## src/logic/axil_regs_pkg.sv

```systemverilog
// AXI4-Lite register map; only address bits 3:2 are decoded, so the map repeats every 16 bytes
package axil_regs_pkg;

  // bus widths
  typedef logic [31:0] axil_addr_t;
  typedef logic [31:0] axil_data_t;
  typedef logic [3:0]  axil_strb_t;
  typedef logic [1:0]  axil_resp_t;

  // register offsets
  // status: bit 0 bit error, bit 1 stuff error, bits 3:2 reserved
  localparam axil_addr_t addr_status      = 32'h0000_0000;
  // error count in bits 7:0
  localparam axil_addr_t addr_error_count = 32'h0000_0004;
  // control: bit 0 clear
  localparam axil_addr_t addr_control     = 32'h0000_0008;

  // address bits taken into the register decode
  localparam axil_addr_t addr_decode_mask = 32'h0000_000C;

  // every access answers OKAY
  localparam axil_resp_t resp_okay = 2'b00;

endpackage

```

## src/logic/can_err_pkg.sv

```systemverilog
// CAN error widths; the run length type is 3 bits, so stuff_limit must stay below 8
package can_err_pkg;

  // count of equal consecutive samples on the bus
  typedef logic [2:0] run_len_t;

  // saturating error counter, read back in bits 7:0
  typedef logic [7:0] err_count_t;

  // six equal bits in a row break the CAN stuffing rule
  localparam run_len_t stuff_limit = 3'd6;

endpackage
```

## src/logic/reg_access_if.sv

```systemverilog
// register access between bus controller and register bank; rd_data is combinational
`timescale 1ns/1ps

interface reg_access_if;
  import axil_regs_pkg::*;

  // write side, held stable while wr_en pulses
  logic       wr_en;
  axil_addr_t wr_addr;
  axil_data_t wr_data;
  axil_strb_t wr_strb;

  // read side
  axil_addr_t rd_addr;
  axil_data_t rd_data;

  modport ctrl (
    output wr_en, wr_addr, wr_data, wr_strb, rd_addr,
    input  rd_data
  );

  modport bank (
    input  wr_en, wr_addr, wr_data, wr_strb, rd_addr,
    output rd_data
  );

endinterface

```

## src/logic/can_error_detector_top.sv

```systemverilog
// CAN bit and stuff error detector behind AXI4-Lite; form, CRC and confinement are not covered
`timescale 1ns/1ps

module can_error_detector_top (
  input  logic                    s_axi_aclk,
  input  logic                    s_axi_aresetn,
  input  axil_regs_pkg::axil_addr_t s_axi_awaddr,
  input  logic                    s_axi_awvalid,
  output logic                    s_axi_awready,
  input  axil_regs_pkg::axil_data_t s_axi_wdata,
  input  axil_regs_pkg::axil_strb_t s_axi_wstrb,
  input  logic                    s_axi_wvalid,
  output logic                    s_axi_wready,
  output axil_regs_pkg::axil_resp_t s_axi_bresp,
  output logic                    s_axi_bvalid,
  input  logic                    s_axi_bready,
  input  axil_regs_pkg::axil_addr_t s_axi_araddr,
  input  logic                    s_axi_arvalid,
  output logic                    s_axi_arready,
  output axil_regs_pkg::axil_data_t s_axi_rdata,
  output axil_regs_pkg::axil_resp_t s_axi_rresp,
  output logic                    s_axi_rvalid,
  input  logic                    s_axi_rready,
  input  logic                    can_rx,
  input  logic                    tx_bit,
  input  logic                    tx_mode,
  input  logic                    bit_sample_point
);

  logic bit_err_pulse;
  logic stuff_err_pulse;
  logic clear;

  reg_access_if i_regs_if ();

  axil_slave_ctrl i_axil_slave_ctrl (
    .s_axi_aclk    (s_axi_aclk),
    .s_axi_aresetn (s_axi_aresetn),
    .s_axi_awaddr  (s_axi_awaddr),
    .s_axi_awvalid (s_axi_awvalid),
    .s_axi_awready (s_axi_awready),
    .s_axi_wdata   (s_axi_wdata),
    .s_axi_wstrb   (s_axi_wstrb),
    .s_axi_wvalid  (s_axi_wvalid),
    .s_axi_wready  (s_axi_wready),
    .s_axi_bresp   (s_axi_bresp),
    .s_axi_bvalid  (s_axi_bvalid),
    .s_axi_bready  (s_axi_bready),
    .s_axi_araddr  (s_axi_araddr),
    .s_axi_arvalid (s_axi_arvalid),
    .s_axi_arready (s_axi_arready),
    .s_axi_rdata   (s_axi_rdata),
    .s_axi_rresp   (s_axi_rresp),
    .s_axi_rvalid  (s_axi_rvalid),
    .s_axi_rready  (s_axi_rready),
    .regs          (i_regs_if.ctrl)
  );

  can_bit_monitor i_can_bit_monitor (
    .s_axi_aclk       (s_axi_aclk),
    .s_axi_aresetn    (s_axi_aresetn),
    .can_rx           (can_rx),
    .tx_bit           (tx_bit),
    .tx_mode          (tx_mode),
    .bit_sample_point (bit_sample_point),
    .clear            (clear),
    .bit_err_pulse    (bit_err_pulse),
    .stuff_err_pulse  (stuff_err_pulse)
  );

  error_status_regs i_error_status_regs (
    .s_axi_aclk      (s_axi_aclk),
    .s_axi_aresetn   (s_axi_aresetn),
    .regs            (i_regs_if.bank),
    .bit_err_pulse   (bit_err_pulse),
    .stuff_err_pulse (stuff_err_pulse),
    .clear           (clear)
  );

endmodule

```

## src/logic/error_status_regs.sv

```systemverilog
// error flags, saturating count and control; clear holds flags and count at zero while set
`timescale 1ns/1ps

module error_status_regs (
  input  logic       s_axi_aclk,
  input  logic       s_axi_aresetn,
  reg_access_if.bank regs,
  input  logic       bit_err_pulse,
  input  logic       stuff_err_pulse,
  output logic       clear
);
  import can_err_pkg::*;
  import axil_regs_pkg::*;

  logic       bit_err_flag;
  logic       stuff_err_flag;
  err_count_t err_count;
  axil_addr_t wr_sel;
  axil_addr_t rd_sel;

  assign wr_sel = regs.wr_addr & addr_decode_mask;
  assign rd_sel = regs.rd_addr & addr_decode_mask;

  // control register, only byte lane 0 is writable
  always_ff @(posedge s_axi_aclk or negedge s_axi_aresetn) begin
    if (!s_axi_aresetn) begin
      clear <= 1'b0;
    end else if (regs.wr_en && wr_sel == addr_control && regs.wr_strb[0]) begin
      clear <= regs.wr_data[0];
    end
  end

  // sticky flags and counter
  always_ff @(posedge s_axi_aclk or negedge s_axi_aresetn) begin
    if (!s_axi_aresetn) begin
      bit_err_flag   <= 1'b0;
      stuff_err_flag <= 1'b0;
      err_count      <= '0;
    end else if (clear) begin
      bit_err_flag   <= 1'b0;
      stuff_err_flag <= 1'b0;
      err_count      <= '0;
    end else begin
      if (bit_err_pulse) begin
        bit_err_flag <= 1'b1;
      end
      if (stuff_err_pulse) begin
        stuff_err_flag <= 1'b1;
      end
      // one count per erroneous sample, stops at 255
      if ((bit_err_pulse || stuff_err_pulse) && err_count != '1) begin
        err_count <= err_count + err_count_t'(1);
      end
    end
  end

  // read mux
  always_comb begin
    case (rd_sel)
      addr_status:      regs.rd_data = axil_data_t'({stuff_err_flag, bit_err_flag});
      addr_error_count: regs.rd_data = axil_data_t'(err_count);
      addr_control:     regs.rd_data = axil_data_t'(clear);
      default:          regs.rd_data = '0;
    endcase
  end

  // the count only drops through the clear path
  assert property (@(posedge s_axi_aclk) disable iff (!s_axi_aresetn)
    (err_count < $past(err_count)) |-> $past(clear));

endmodule

```

## src/logic/can_bit_monitor.sv

```systemverilog
// checks each sampled CAN bit; bit_sample_point must be a one-cycle pulse per bit time
`timescale 1ns/1ps

module can_bit_monitor (
  input  logic s_axi_aclk,
  input  logic s_axi_aresetn,
  input  logic can_rx,
  input  logic tx_bit,
  input  logic tx_mode,
  input  logic bit_sample_point,
  input  logic clear,
  output logic bit_err_pulse,
  output logic stuff_err_pulse
);
  import can_err_pkg::*;

  logic     prev_bit;
  logic     same_bit;
  run_len_t run_len;
  run_len_t run_inc;

  assign same_bit = (can_rx == prev_bit);
  assign run_inc  = run_len + run_len_t'(1);

  // run tracking over consecutive samples
  always_ff @(posedge s_axi_aclk or negedge s_axi_aresetn) begin
    if (!s_axi_aresetn) begin
      prev_bit        <= 1'b1;
      run_len         <= '0;
      stuff_err_pulse <= 1'b0;
    end else if (clear) begin
      prev_bit        <= 1'b1;
      run_len         <= '0;
      stuff_err_pulse <= 1'b0;
    end else begin
      stuff_err_pulse <= 1'b0;
      if (bit_sample_point) begin
        prev_bit <= can_rx;
        if (!same_bit) begin
          run_len <= run_len_t'(1);
        end else if (run_inc == stuff_limit) begin
          // sixth equal bit, the next one starts a fresh run
          stuff_err_pulse <= 1'b1;
          run_len         <= '0;
        end else begin
          run_len <= run_inc;
        end
      end
    end
  end

  // transmitter readback compare
  always_ff @(posedge s_axi_aclk or negedge s_axi_aresetn) begin
    if (!s_axi_aresetn) begin
      bit_err_pulse <= 1'b0;
    end else begin
      bit_err_pulse <= bit_sample_point && tx_mode && (can_rx != tx_bit);
    end
  end

  // a bit error only follows a sample taken while transmitting
  assert property (@(posedge s_axi_aclk) disable iff (!s_axi_aresetn)
    bit_err_pulse |-> $past(tx_mode && bit_sample_point));

endmodule

```

## src/logic/axil_slave_ctrl.sv

```systemverilog
// AXI4-Lite slave, one transaction per channel at a time; all responses are OKAY
`timescale 1ns/1ps

module axil_slave_ctrl (
  input  logic                    s_axi_aclk,
  input  logic                    s_axi_aresetn,
  input  axil_regs_pkg::axil_addr_t s_axi_awaddr,
  input  logic                    s_axi_awvalid,
  output logic                    s_axi_awready,
  input  axil_regs_pkg::axil_data_t s_axi_wdata,
  input  axil_regs_pkg::axil_strb_t s_axi_wstrb,
  input  logic                    s_axi_wvalid,
  output logic                    s_axi_wready,
  output axil_regs_pkg::axil_resp_t s_axi_bresp,
  output logic                    s_axi_bvalid,
  input  logic                    s_axi_bready,
  input  axil_regs_pkg::axil_addr_t s_axi_araddr,
  input  logic                    s_axi_arvalid,
  output logic                    s_axi_arready,
  output axil_regs_pkg::axil_data_t s_axi_rdata,
  output axil_regs_pkg::axil_resp_t s_axi_rresp,
  output logic                    s_axi_rvalid,
  input  logic                    s_axi_rready,
  reg_access_if.ctrl              regs
);
  import axil_regs_pkg::*;

  typedef enum logic [1:0] {
    wr_idle,
    wr_wait_data,
    wr_commit,
    wr_resp
  } wr_state_t;

  typedef enum logic [1:0] {
    rd_idle,
    rd_capture,
    rd_resp
  } rd_state_t;

  wr_state_t wr_state;
  rd_state_t rd_state;

  // no slave errors in this block
  assign s_axi_bresp = resp_okay;
  assign s_axi_rresp = resp_okay;

  // write channel FSM
  always_ff @(posedge s_axi_aclk or negedge s_axi_aresetn) begin
    if (!s_axi_aresetn) begin
      wr_state      <= wr_idle;
      s_axi_awready <= 1'b0;
      s_axi_wready  <= 1'b0;
      s_axi_bvalid  <= 1'b0;
      regs.wr_en    <= 1'b0;
    end else begin
      regs.wr_en <= 1'b0;
      case (wr_state)
        wr_idle: begin
          if (s_axi_awvalid) begin
            s_axi_awready <= 1'b1;
            wr_state      <= wr_wait_data;
          end
        end
        wr_wait_data: begin
          s_axi_awready <= 1'b0;
          if (s_axi_wvalid) begin
            s_axi_wready <= 1'b1;
            wr_state     <= wr_commit;
          end
        end
        wr_commit: begin
          // data accepted, hand it to the bank and respond
          s_axi_wready <= 1'b0;
          regs.wr_en   <= 1'b1;
          s_axi_bvalid <= 1'b1;
          wr_state     <= wr_resp;
        end
        wr_resp: begin
          if (s_axi_bready) begin
            s_axi_bvalid <= 1'b0;
            wr_state     <= wr_idle;
          end
        end
        default: wr_state <= wr_idle;
      endcase
    end
  end

  // write payload, captured in step with the handshakes
  always_ff @(posedge s_axi_aclk) begin
    if (wr_state == wr_idle && s_axi_awvalid) begin
      regs.wr_addr <= s_axi_awaddr;
    end
    if (wr_state == wr_wait_data && s_axi_wvalid) begin
      regs.wr_data <= s_axi_wdata;
      regs.wr_strb <= s_axi_wstrb;
    end
  end

  // read channel FSM
  always_ff @(posedge s_axi_aclk or negedge s_axi_aresetn) begin
    if (!s_axi_aresetn) begin
      rd_state      <= rd_idle;
      s_axi_arready <= 1'b0;
      s_axi_rvalid  <= 1'b0;
    end else begin
      case (rd_state)
        rd_idle: begin
          if (s_axi_arvalid) begin
            s_axi_arready <= 1'b1;
            rd_state      <= rd_capture;
          end
        end
        rd_capture: begin
          s_axi_arready <= 1'b0;
          s_axi_rvalid  <= 1'b1;
          rd_state      <= rd_resp;
        end
        rd_resp: begin
          if (s_axi_rready) begin
            s_axi_rvalid <= 1'b0;
            rd_state     <= rd_idle;
          end
        end
        default: rd_state <= rd_idle;
      endcase
    end
  end

  // read address and returned data
  always_ff @(posedge s_axi_aclk) begin
    if (rd_state == rd_idle && s_axi_arvalid) begin
      regs.rd_addr <= s_axi_araddr;
    end
    if (rd_state == rd_capture) begin
      s_axi_rdata <= regs.rd_data;
    end
  end

  // responses wait for the master
  assert property (@(posedge s_axi_aclk) disable iff (!s_axi_aresetn)
    s_axi_bvalid && !s_axi_bready |=> s_axi_bvalid);

  assert property (@(posedge s_axi_aclk) disable iff (!s_axi_aresetn)
    s_axi_rvalid && !s_axi_rready |=> s_axi_rvalid);

  // address and data phases are taken one after the other
  assert property (@(posedge s_axi_aclk) disable iff (!s_axi_aresetn)
    !(s_axi_awready && s_axi_wready));

endmodule

```

## config.mk

```make
export PLATFORM = sky130hd
export DESIGN_NAME = can_error_detector_top
export DESIGN_NICKNAME = d
export VERILOG_FILES = /design/src/logic/axil_regs_pkg.sv /design/src/logic/can_err_pkg.sv /design/src/logic/reg_access_if.sv /design/src/logic/can_error_detector_top.sv /design/src/logic/error_status_regs.sv /design/src/logic/can_bit_monitor.sv /design/src/logic/axil_slave_ctrl.sv
export SDC_FILE = /design/constraint.sdc
export NUM_CORES = 1
export LEC_CHECK = 0
export BUFFER_PORTS_ARGS = -buffer_cell sky130_fd_sc_hd__buf_2
export CELL_PAD_IN_SITES_DETAIL_PLACEMENT = 2
export CELL_PAD_IN_SITES_GLOBAL_PLACEMENT = 2
export CORE_MARGIN = 4
export CORE_UTILIZATION = 22
export CTS_CLUSTER_SIZE = 8
export DETAILED_ROUTE_END_ITERATION = 7
export GPL_ROUTABILITY_DRIVEN = 0
export GPL_TIMING_DRIVEN = 1
export PLACE_DENSITY_LB_ADDON = 0.1
export SLEW_MARGIN = 25
export SYNTH_ARGS = -nofsm -noshare
export SYNTH_HDL_FRONTEND = slang
export SYNTH_SLANG_ARGS = --single-unit
export TNS_END_PERCENT = 50
```

## constraint.sdc

```tcl
create_clock -name s_axi_aclk -period 1.8 [get_ports s_axi_aclk]
set_input_delay 0.36 -clock s_axi_aclk [delete_from_list [all_inputs] [get_ports s_axi_aclk]]
set_output_delay 0.36 -clock s_axi_aclk [all_outputs]
set_load 0.02 [all_outputs]
```

---- Word-level counts from Yosys, hierarchy flattened ----
Index checks and enable logic that the tools add are counted.
cells by class
  multiplexer cells ....................... 35
  reductions and logical operators ........ 28
  add/subtract/negate cells ............... 2
  equality and inequality tests ........... 17
operators with widths
  cell                   number
  $logic_not A32 Y1      1
  $pmux W8 S3            1
  $reduce_bool A2 Y1     9
  $mux W1                16
  $mux W8                2
  $mux W3                4
  $reduce_and A2 Y1      6
  $eq A2 B2 Y1 const B   5
  $mux W2                5
  $ne A2 B2 Y1 const B   5
  $pmux W1 S2            5
  $add A8 B1 Y8 const B  1
  $logic_and A1 B1 Y1    8
  $ne A8 B8 Y1 const B   1
  $pmux W2 S4            1
  $eq A2 B1 Y1 const B   3
  $pmux W2 S3            1
  $logic_not A2 Y1       2
  $add A3 B1 Y3 const B  1
  $eq A3 B3 Y1 const B   1
  $reduce_and A3 Y1      1
  $eq A1 B1 Y1           1
  $logic_or A1 B1 Y1     1
  $ne A1 B1 Y1           1
word-level totals
  input port bits ......................... 111
  logic and storage cells ................. 103
  register bits ........................... 69
  output and inout port bits .............. 41

---- Logic depth before layout (Yosys ltp) ----
  word-level depth ........................ 6
  gate-level depth with buffers ........... 5
  gate-level depth less buffers ........... 5

---- Hierarchy ----
From an unflattened synthesis, not the netlist that was laid out.
second synthesis, totals
  cell total of the unflattened synthesis .. 302
  area, all modules ....................... 5,701.7 um2
modules (own cells, without submodules)
  module             area each (um2)  cells each  times used  seq. area each (um2)
  axil_slave_ctrl    4,513.1          184         1           4,214.0
  error_status_regs  837.1            88          1           275.3
  can_bit_monitor    351.6            30          1           151.4

---- Worst setup path before layout ----
Ideal clock, no wire load.
  path type ............................... reg2reg
  start point ............................. reg i_axil_slave_ctrl.wr_state[0]
  end point ............................... reg i_axil_slave_ctrl.wr_state[1]
  buffers on the path ..................... 0
  cell stages (with the launch flop) ...... 6
  arrival time ............................ 1.438 ns
  library setup time ...................... 0.125 ns
  clock period less this slack ............ 1.562 ns
  data required time ...................... 1.675 ns
  path slack .............................. 0.238 ns
  cells stage by stage .................... dfrtp_1 -> inv_1 -> ha_1 -> nor2b_1 -> a221oi_1 -> mux2_2
between the ends
  word-level cells in the longest chain between the ends .. 3
  elaborated cells on any way between the ends .. 9
  those cells by class .................... 6 x eq/ne; 1 x mux; 2 x reduce/logical
RTL lines
  item                                  RTL line               source
  from (decl)                           axil_slave_ctrl.sv:41  wr_state_t wr_state;
  from (signal assigned)                axil_slave_ctrl.sv:51  wr_state <= wr_idle;
  from (signal assigned)                axil_slave_ctrl.sv:62  wr_state <= wr_wait_data;
  from (signal assigned)                axil_slave_ctrl.sv:69  wr_state <= wr_commit;
  $eq A2 B2 Y1 (tied with other cells)  axil_slave_ctrl.sv:58  case (wr_state)
  $ne A2 B2 Y1 (no source line)         -
  $reduce_and A3 Y1 (no source line)    -
Parallel ways exist; a longest one is shown, timed or not.
A chain may end at the register's enable or synchronous reset.

---- Worst setup path after layout ----
Ends and elaborated chain as after synthesis.

==> flow_results.org <==
** Worst setup path
- For the worst setup path, the data arrival time is 1.82 ns.
- In this run the worst path has a maximum fanout of 3.
- In this run the register-to-register setup slack is 0.16 ns.
- Worst-path cell with the longest stage delay :: dfrtp_1
- Beginning of the worst register-to-register path :: i_axil_slave_ctrl.wr_state[0]$_DFFE_PN0P_
- Cells along the critical path :: inv_1 > ha_1 > nor2b_1 > a221oi_2 > mux2_2
- Worst endpoint required time :: 1.98 ns
- Crit path kind :: reg2reg
- STA classifies the critical path startpoint as a register.
- The largest single stage delay on the critical path is 0.41 ns.
- In this run the worst setup path begins at i_axil_slave_ctrl.wr_state[0]$_DFFE_PN0P_.
- STA classifies the critical path endpoint as a register.

** STA
- Final number of hold-violating endpoints :: 0
- Maximum operating frequency :: 0.608 GHz
- In the final timing run, aggregate negative setup slack is 0 ns.
- Counting I/O delays and the setup requirement, the final critical path takes 1.64 ns.
- # setup viols final :: 0
- The final-report max-slew violation count is 0.
- Unrepaired setup endpoints after global routing :: no
- Final worst clock skew :: 0.00840 ns
- In the finished design, the share of the clock period the worst path needs comes to 91.3%.
- Min setup slack post-route :: 0.156 ns

** Route
- Dividing the detail-routed via count by the number of cells gives 3.96.
- For this block, the via count after detailed routing is 1433.
- Dividing the detail-routed wire length by the instance count gives 12.7 um.
- In this run the remaining antenna-violating nets after routing total 0.
- In this run, the number of DRC markers left after iteration 0 of detailed routing was 8.
- Post-detailed-route DRC marker count :: 0
- Routed Wire Length :: 4.58 mm
- The first TritonRoute pass finished after 3 iterations.

** Floorplan
- The floorplan step set the die height to 106 um.
- In this run the core area contains 35 standard-cell rows.
- I/O pin total :: 152
- Die Outline Area :: 0.0113 mm^2
- Initial core utilization :: 22.8%
- The core region is 0.00928 mm^2.
- The die is 106 um wide.

** Synthesis
- Post-synthesis cell area :: 0.00212 mm^2
- The Yosys step of the flow raised 0 warnings.
- Of the synthesized area, sequential elements account for 51.8%.
- In this run, synthesis produced a sequential element count of 41.
- Post-synthesis area per instance :: 11.1 um^2
- Most area-hungry cell type in the Yosys netlist :: dfrtp_1
- Top area cells in the synthesized netlist :: dfrtp_1, edfxtp_1, buf_4, ha_1, mux2_2
- Counting every instance in the synthesized netlist gives 191.
- Count of unique library cells instantiated by Yosys :: 43
- Of the post-synthesis cell area, the dominant cell type holds 30.7%.

** Cells and area
- After filler insertion, the fill cell instance count of the layout stands at 1071.
- Fin area :: 0.00248 mm^2
- Commonest non-fill, non-tap cell in the layout :: buf_2
- The number of antenna diodes in the final layout is 0.
- Most frequent cells in the layout :: buf_2, conb_1, dfrtp_1, nor2_1, edfxtp_1
- Across the whole layout, storage elements account for 0.00110 mm^2.
- Layout area overhead :: 17.3%
- Cells fill 26.8% of the core in the end.
- Layout cells sized above 1 :: 24.9%
- Final layout net count :: 350
- Summing all multi-input logic gate instances after layout gives 861 um^2.

** CTS
- CTS root buf :: clkbuf_8
- CTS H-tree lvls :: 2
- Source-to-sink clock delay at the later pin of the worst-skew pair :: 0.29 ns
- TritonCTS sink count :: 41
- Setup bufs post-CTS :: 0
- TritonCTS built the clock tree.
- CTS Hold Buffers Added :: 0
- After clock tree synthesis, the clock-pin slew on the worst setup and hold paths is 0.09 ns.
- Maximum buffer depth of the clock tree :: 2
- Clock tree synthesis inserted a total of 5 buffers.

** Global routing
- The first global-routing pass estimated 7.84 mm of wire.
- Total routing usage reported by global routing :: 8.63%
- Maximum number of pins on one net before global-route repair :: 28
- The initial antenna violation count came to 0.
- The number of global-route vias before repair was 1553.
- Total gr overflow :: 0

** Placed design
- Placed inst area :: 0.00237 mm^2
- Timing analysis after detailed placement gives a worst setup slack of 0.0177 ns.
- Detailed placement ended at an HPWL of 3.50 mm.
- The count of buffers added on input and output ports is 29.

** Pwr
- After layout, the design draws a total of 0.00331 W.
- Cell Pwr Density :: 1330 mW/mm^2
- Max IR drop VDD :: 359 uV
- Leakage :: 1.11 nW

** Worst hold path
- Kind of path behind the tightest hold check :: in2async

** Flow run
- Total of max-cap violations :: 0

** Status
- Status :: complete, no violations
## Yosys cell counts
cell	count
a21oi_1	4
a31oi_1	1
a221oi_2	1
inv_1	11
a41oi_1	1
o21ai_0	4
or3_1	1
nand2_1	4
nand3_1	2
a21oi_2	1
edfxtp_1	14
a211oi_1	1
nand2b_1	3
a211o_1	1
ha_1	7
clkbuf_1	2
and2_1	8
nor4_1	4
buf_4	29
and3_1	2
o22ai_1	1
dfrtp_1	26
o31a_1	1
nor3_1	6
or2_2	2
dfstp_2	1
xor2_1	3
a22o_1	1
o22a_1	2
a21boi_0	1
nand4b_1	1
conb_1	1
mux2i_1	5
a221oi_1	1
nand4_1	1
nor4b_1	1
o2bb2ai_1	2
nor3b_1	2
nor2b_1	8
and4_1	1
nor2_1	16
mux2_2	6
nand3_2	1
## registers in the layout, summed over array words and instances (netlist names), 2 cells and up
| name | cells |
|---|---|
| i_axil_slave_ctrl.s_axi_rdata | 8 |
| i_error_status_regs.err_count | 8 |
| i_axil_slave_ctrl.regs.rd_addr | 2 |
| i_can_bit_monitor.run_len | 3 |
| i_axil_slave_ctrl.rd_state | 2 |
| i_axil_slave_ctrl.wr_state | 2 |
| i_axil_slave_ctrl.regs.wr_addr | 2 |
## power by group
group	total, W	internal (W)	switching [W]
registers	0.00142	0.00124	0.000178
logic	0.00115	0.000480	0.000669
clock network	0.000743	0.000409	0.000335
total	0.00331	0.00213	0.00118
## final cells by class
| type | instances | area share [%] |
|---|---|---|
| Timing Repair Buffer | 38 | 8.56 |
| Clock inverter | 3 | 1.66 |
| Multi-Input combinational cell | 135 | 34.7 |
| Inverter | 11 | 1.66 |
| Sequential cell | 41 | 44.2 |
| Clock buffer | 5 | 2.77 |
| Tap cell | 129 | 6.50 |
## kinds of logic (layout without fill, tap and decap cells)
group                      Yosys count  after routing  synth area share, %
and+or+nand+nor                     63             63                 16.4
adders and majority gates            7              7                 4.14
xor gates and xnor gates             3              3                 1.24
DFF                                 41             41                 51.8
buffers and inverters               42             57                 12.6
other                                1             28                0.177
muxes                               11             11                 5.56
AOI/OAI and AO/OA                   23             23                 8.04
## repair_timing
item | CTS | global route
gates resized for setup | 1 | 0
endpoints found under the hold margin | 0 | 0
setup endpoints to repair | 1 | 0
## routing by layer
layer | global-route usage [%] | wire length [um]
met3 | 2.37 | 236
met1 | 11.2 | 2110
met2 | 14.0 | 2180
met4 | 2.78 | 52
met5 | 0 | 0
## stage by stage
stage | hold WS [ns] | std cells
after global routing | 0.0953 | 362
after global placement | 0.406 | 354
after CTS | 0.0783 | 362
after detailed placement | 0.410 | 354
final | 0.0698 | 362
after floorplan | 0.0644 | 218
## critical path: cells and delay by family, from the launching register on
kind | cells | cell delay (ns)
compound gates | 1 | 0.26
fa+ha+maj | 1 | 0.23
buf+inv | 1 | 0.09
flops | 1 | 0.41
mux | 1 | 0.37
simple gates | 1 | 0.17
## final timing paths
path / end / cells after the start
min reg2reg: i_error_status_regs.clear$_DFFE_PN0P_ / 1
max in group asynchronous: i_can_bit_monitor.prev_bit$_DFFE_PN1P_ / 2
max reg2reg: i_axil_slave_ctrl.wr_state[1]$_DFFE_PN0P_ / 5
min in group s_axi_aclk: i_axil_slave_ctrl.regs.wr_addr[2]$_DFFE_PP_ / 1
min: i_axil_slave_ctrl.s_axi_bvalid$_DFFE_PN0P_ / 2
max: i_axil_slave_ctrl.wr_state[1]$_DFFE_PN0P_ / 5
Note: power is estimated with default switching activity, not from simulation.
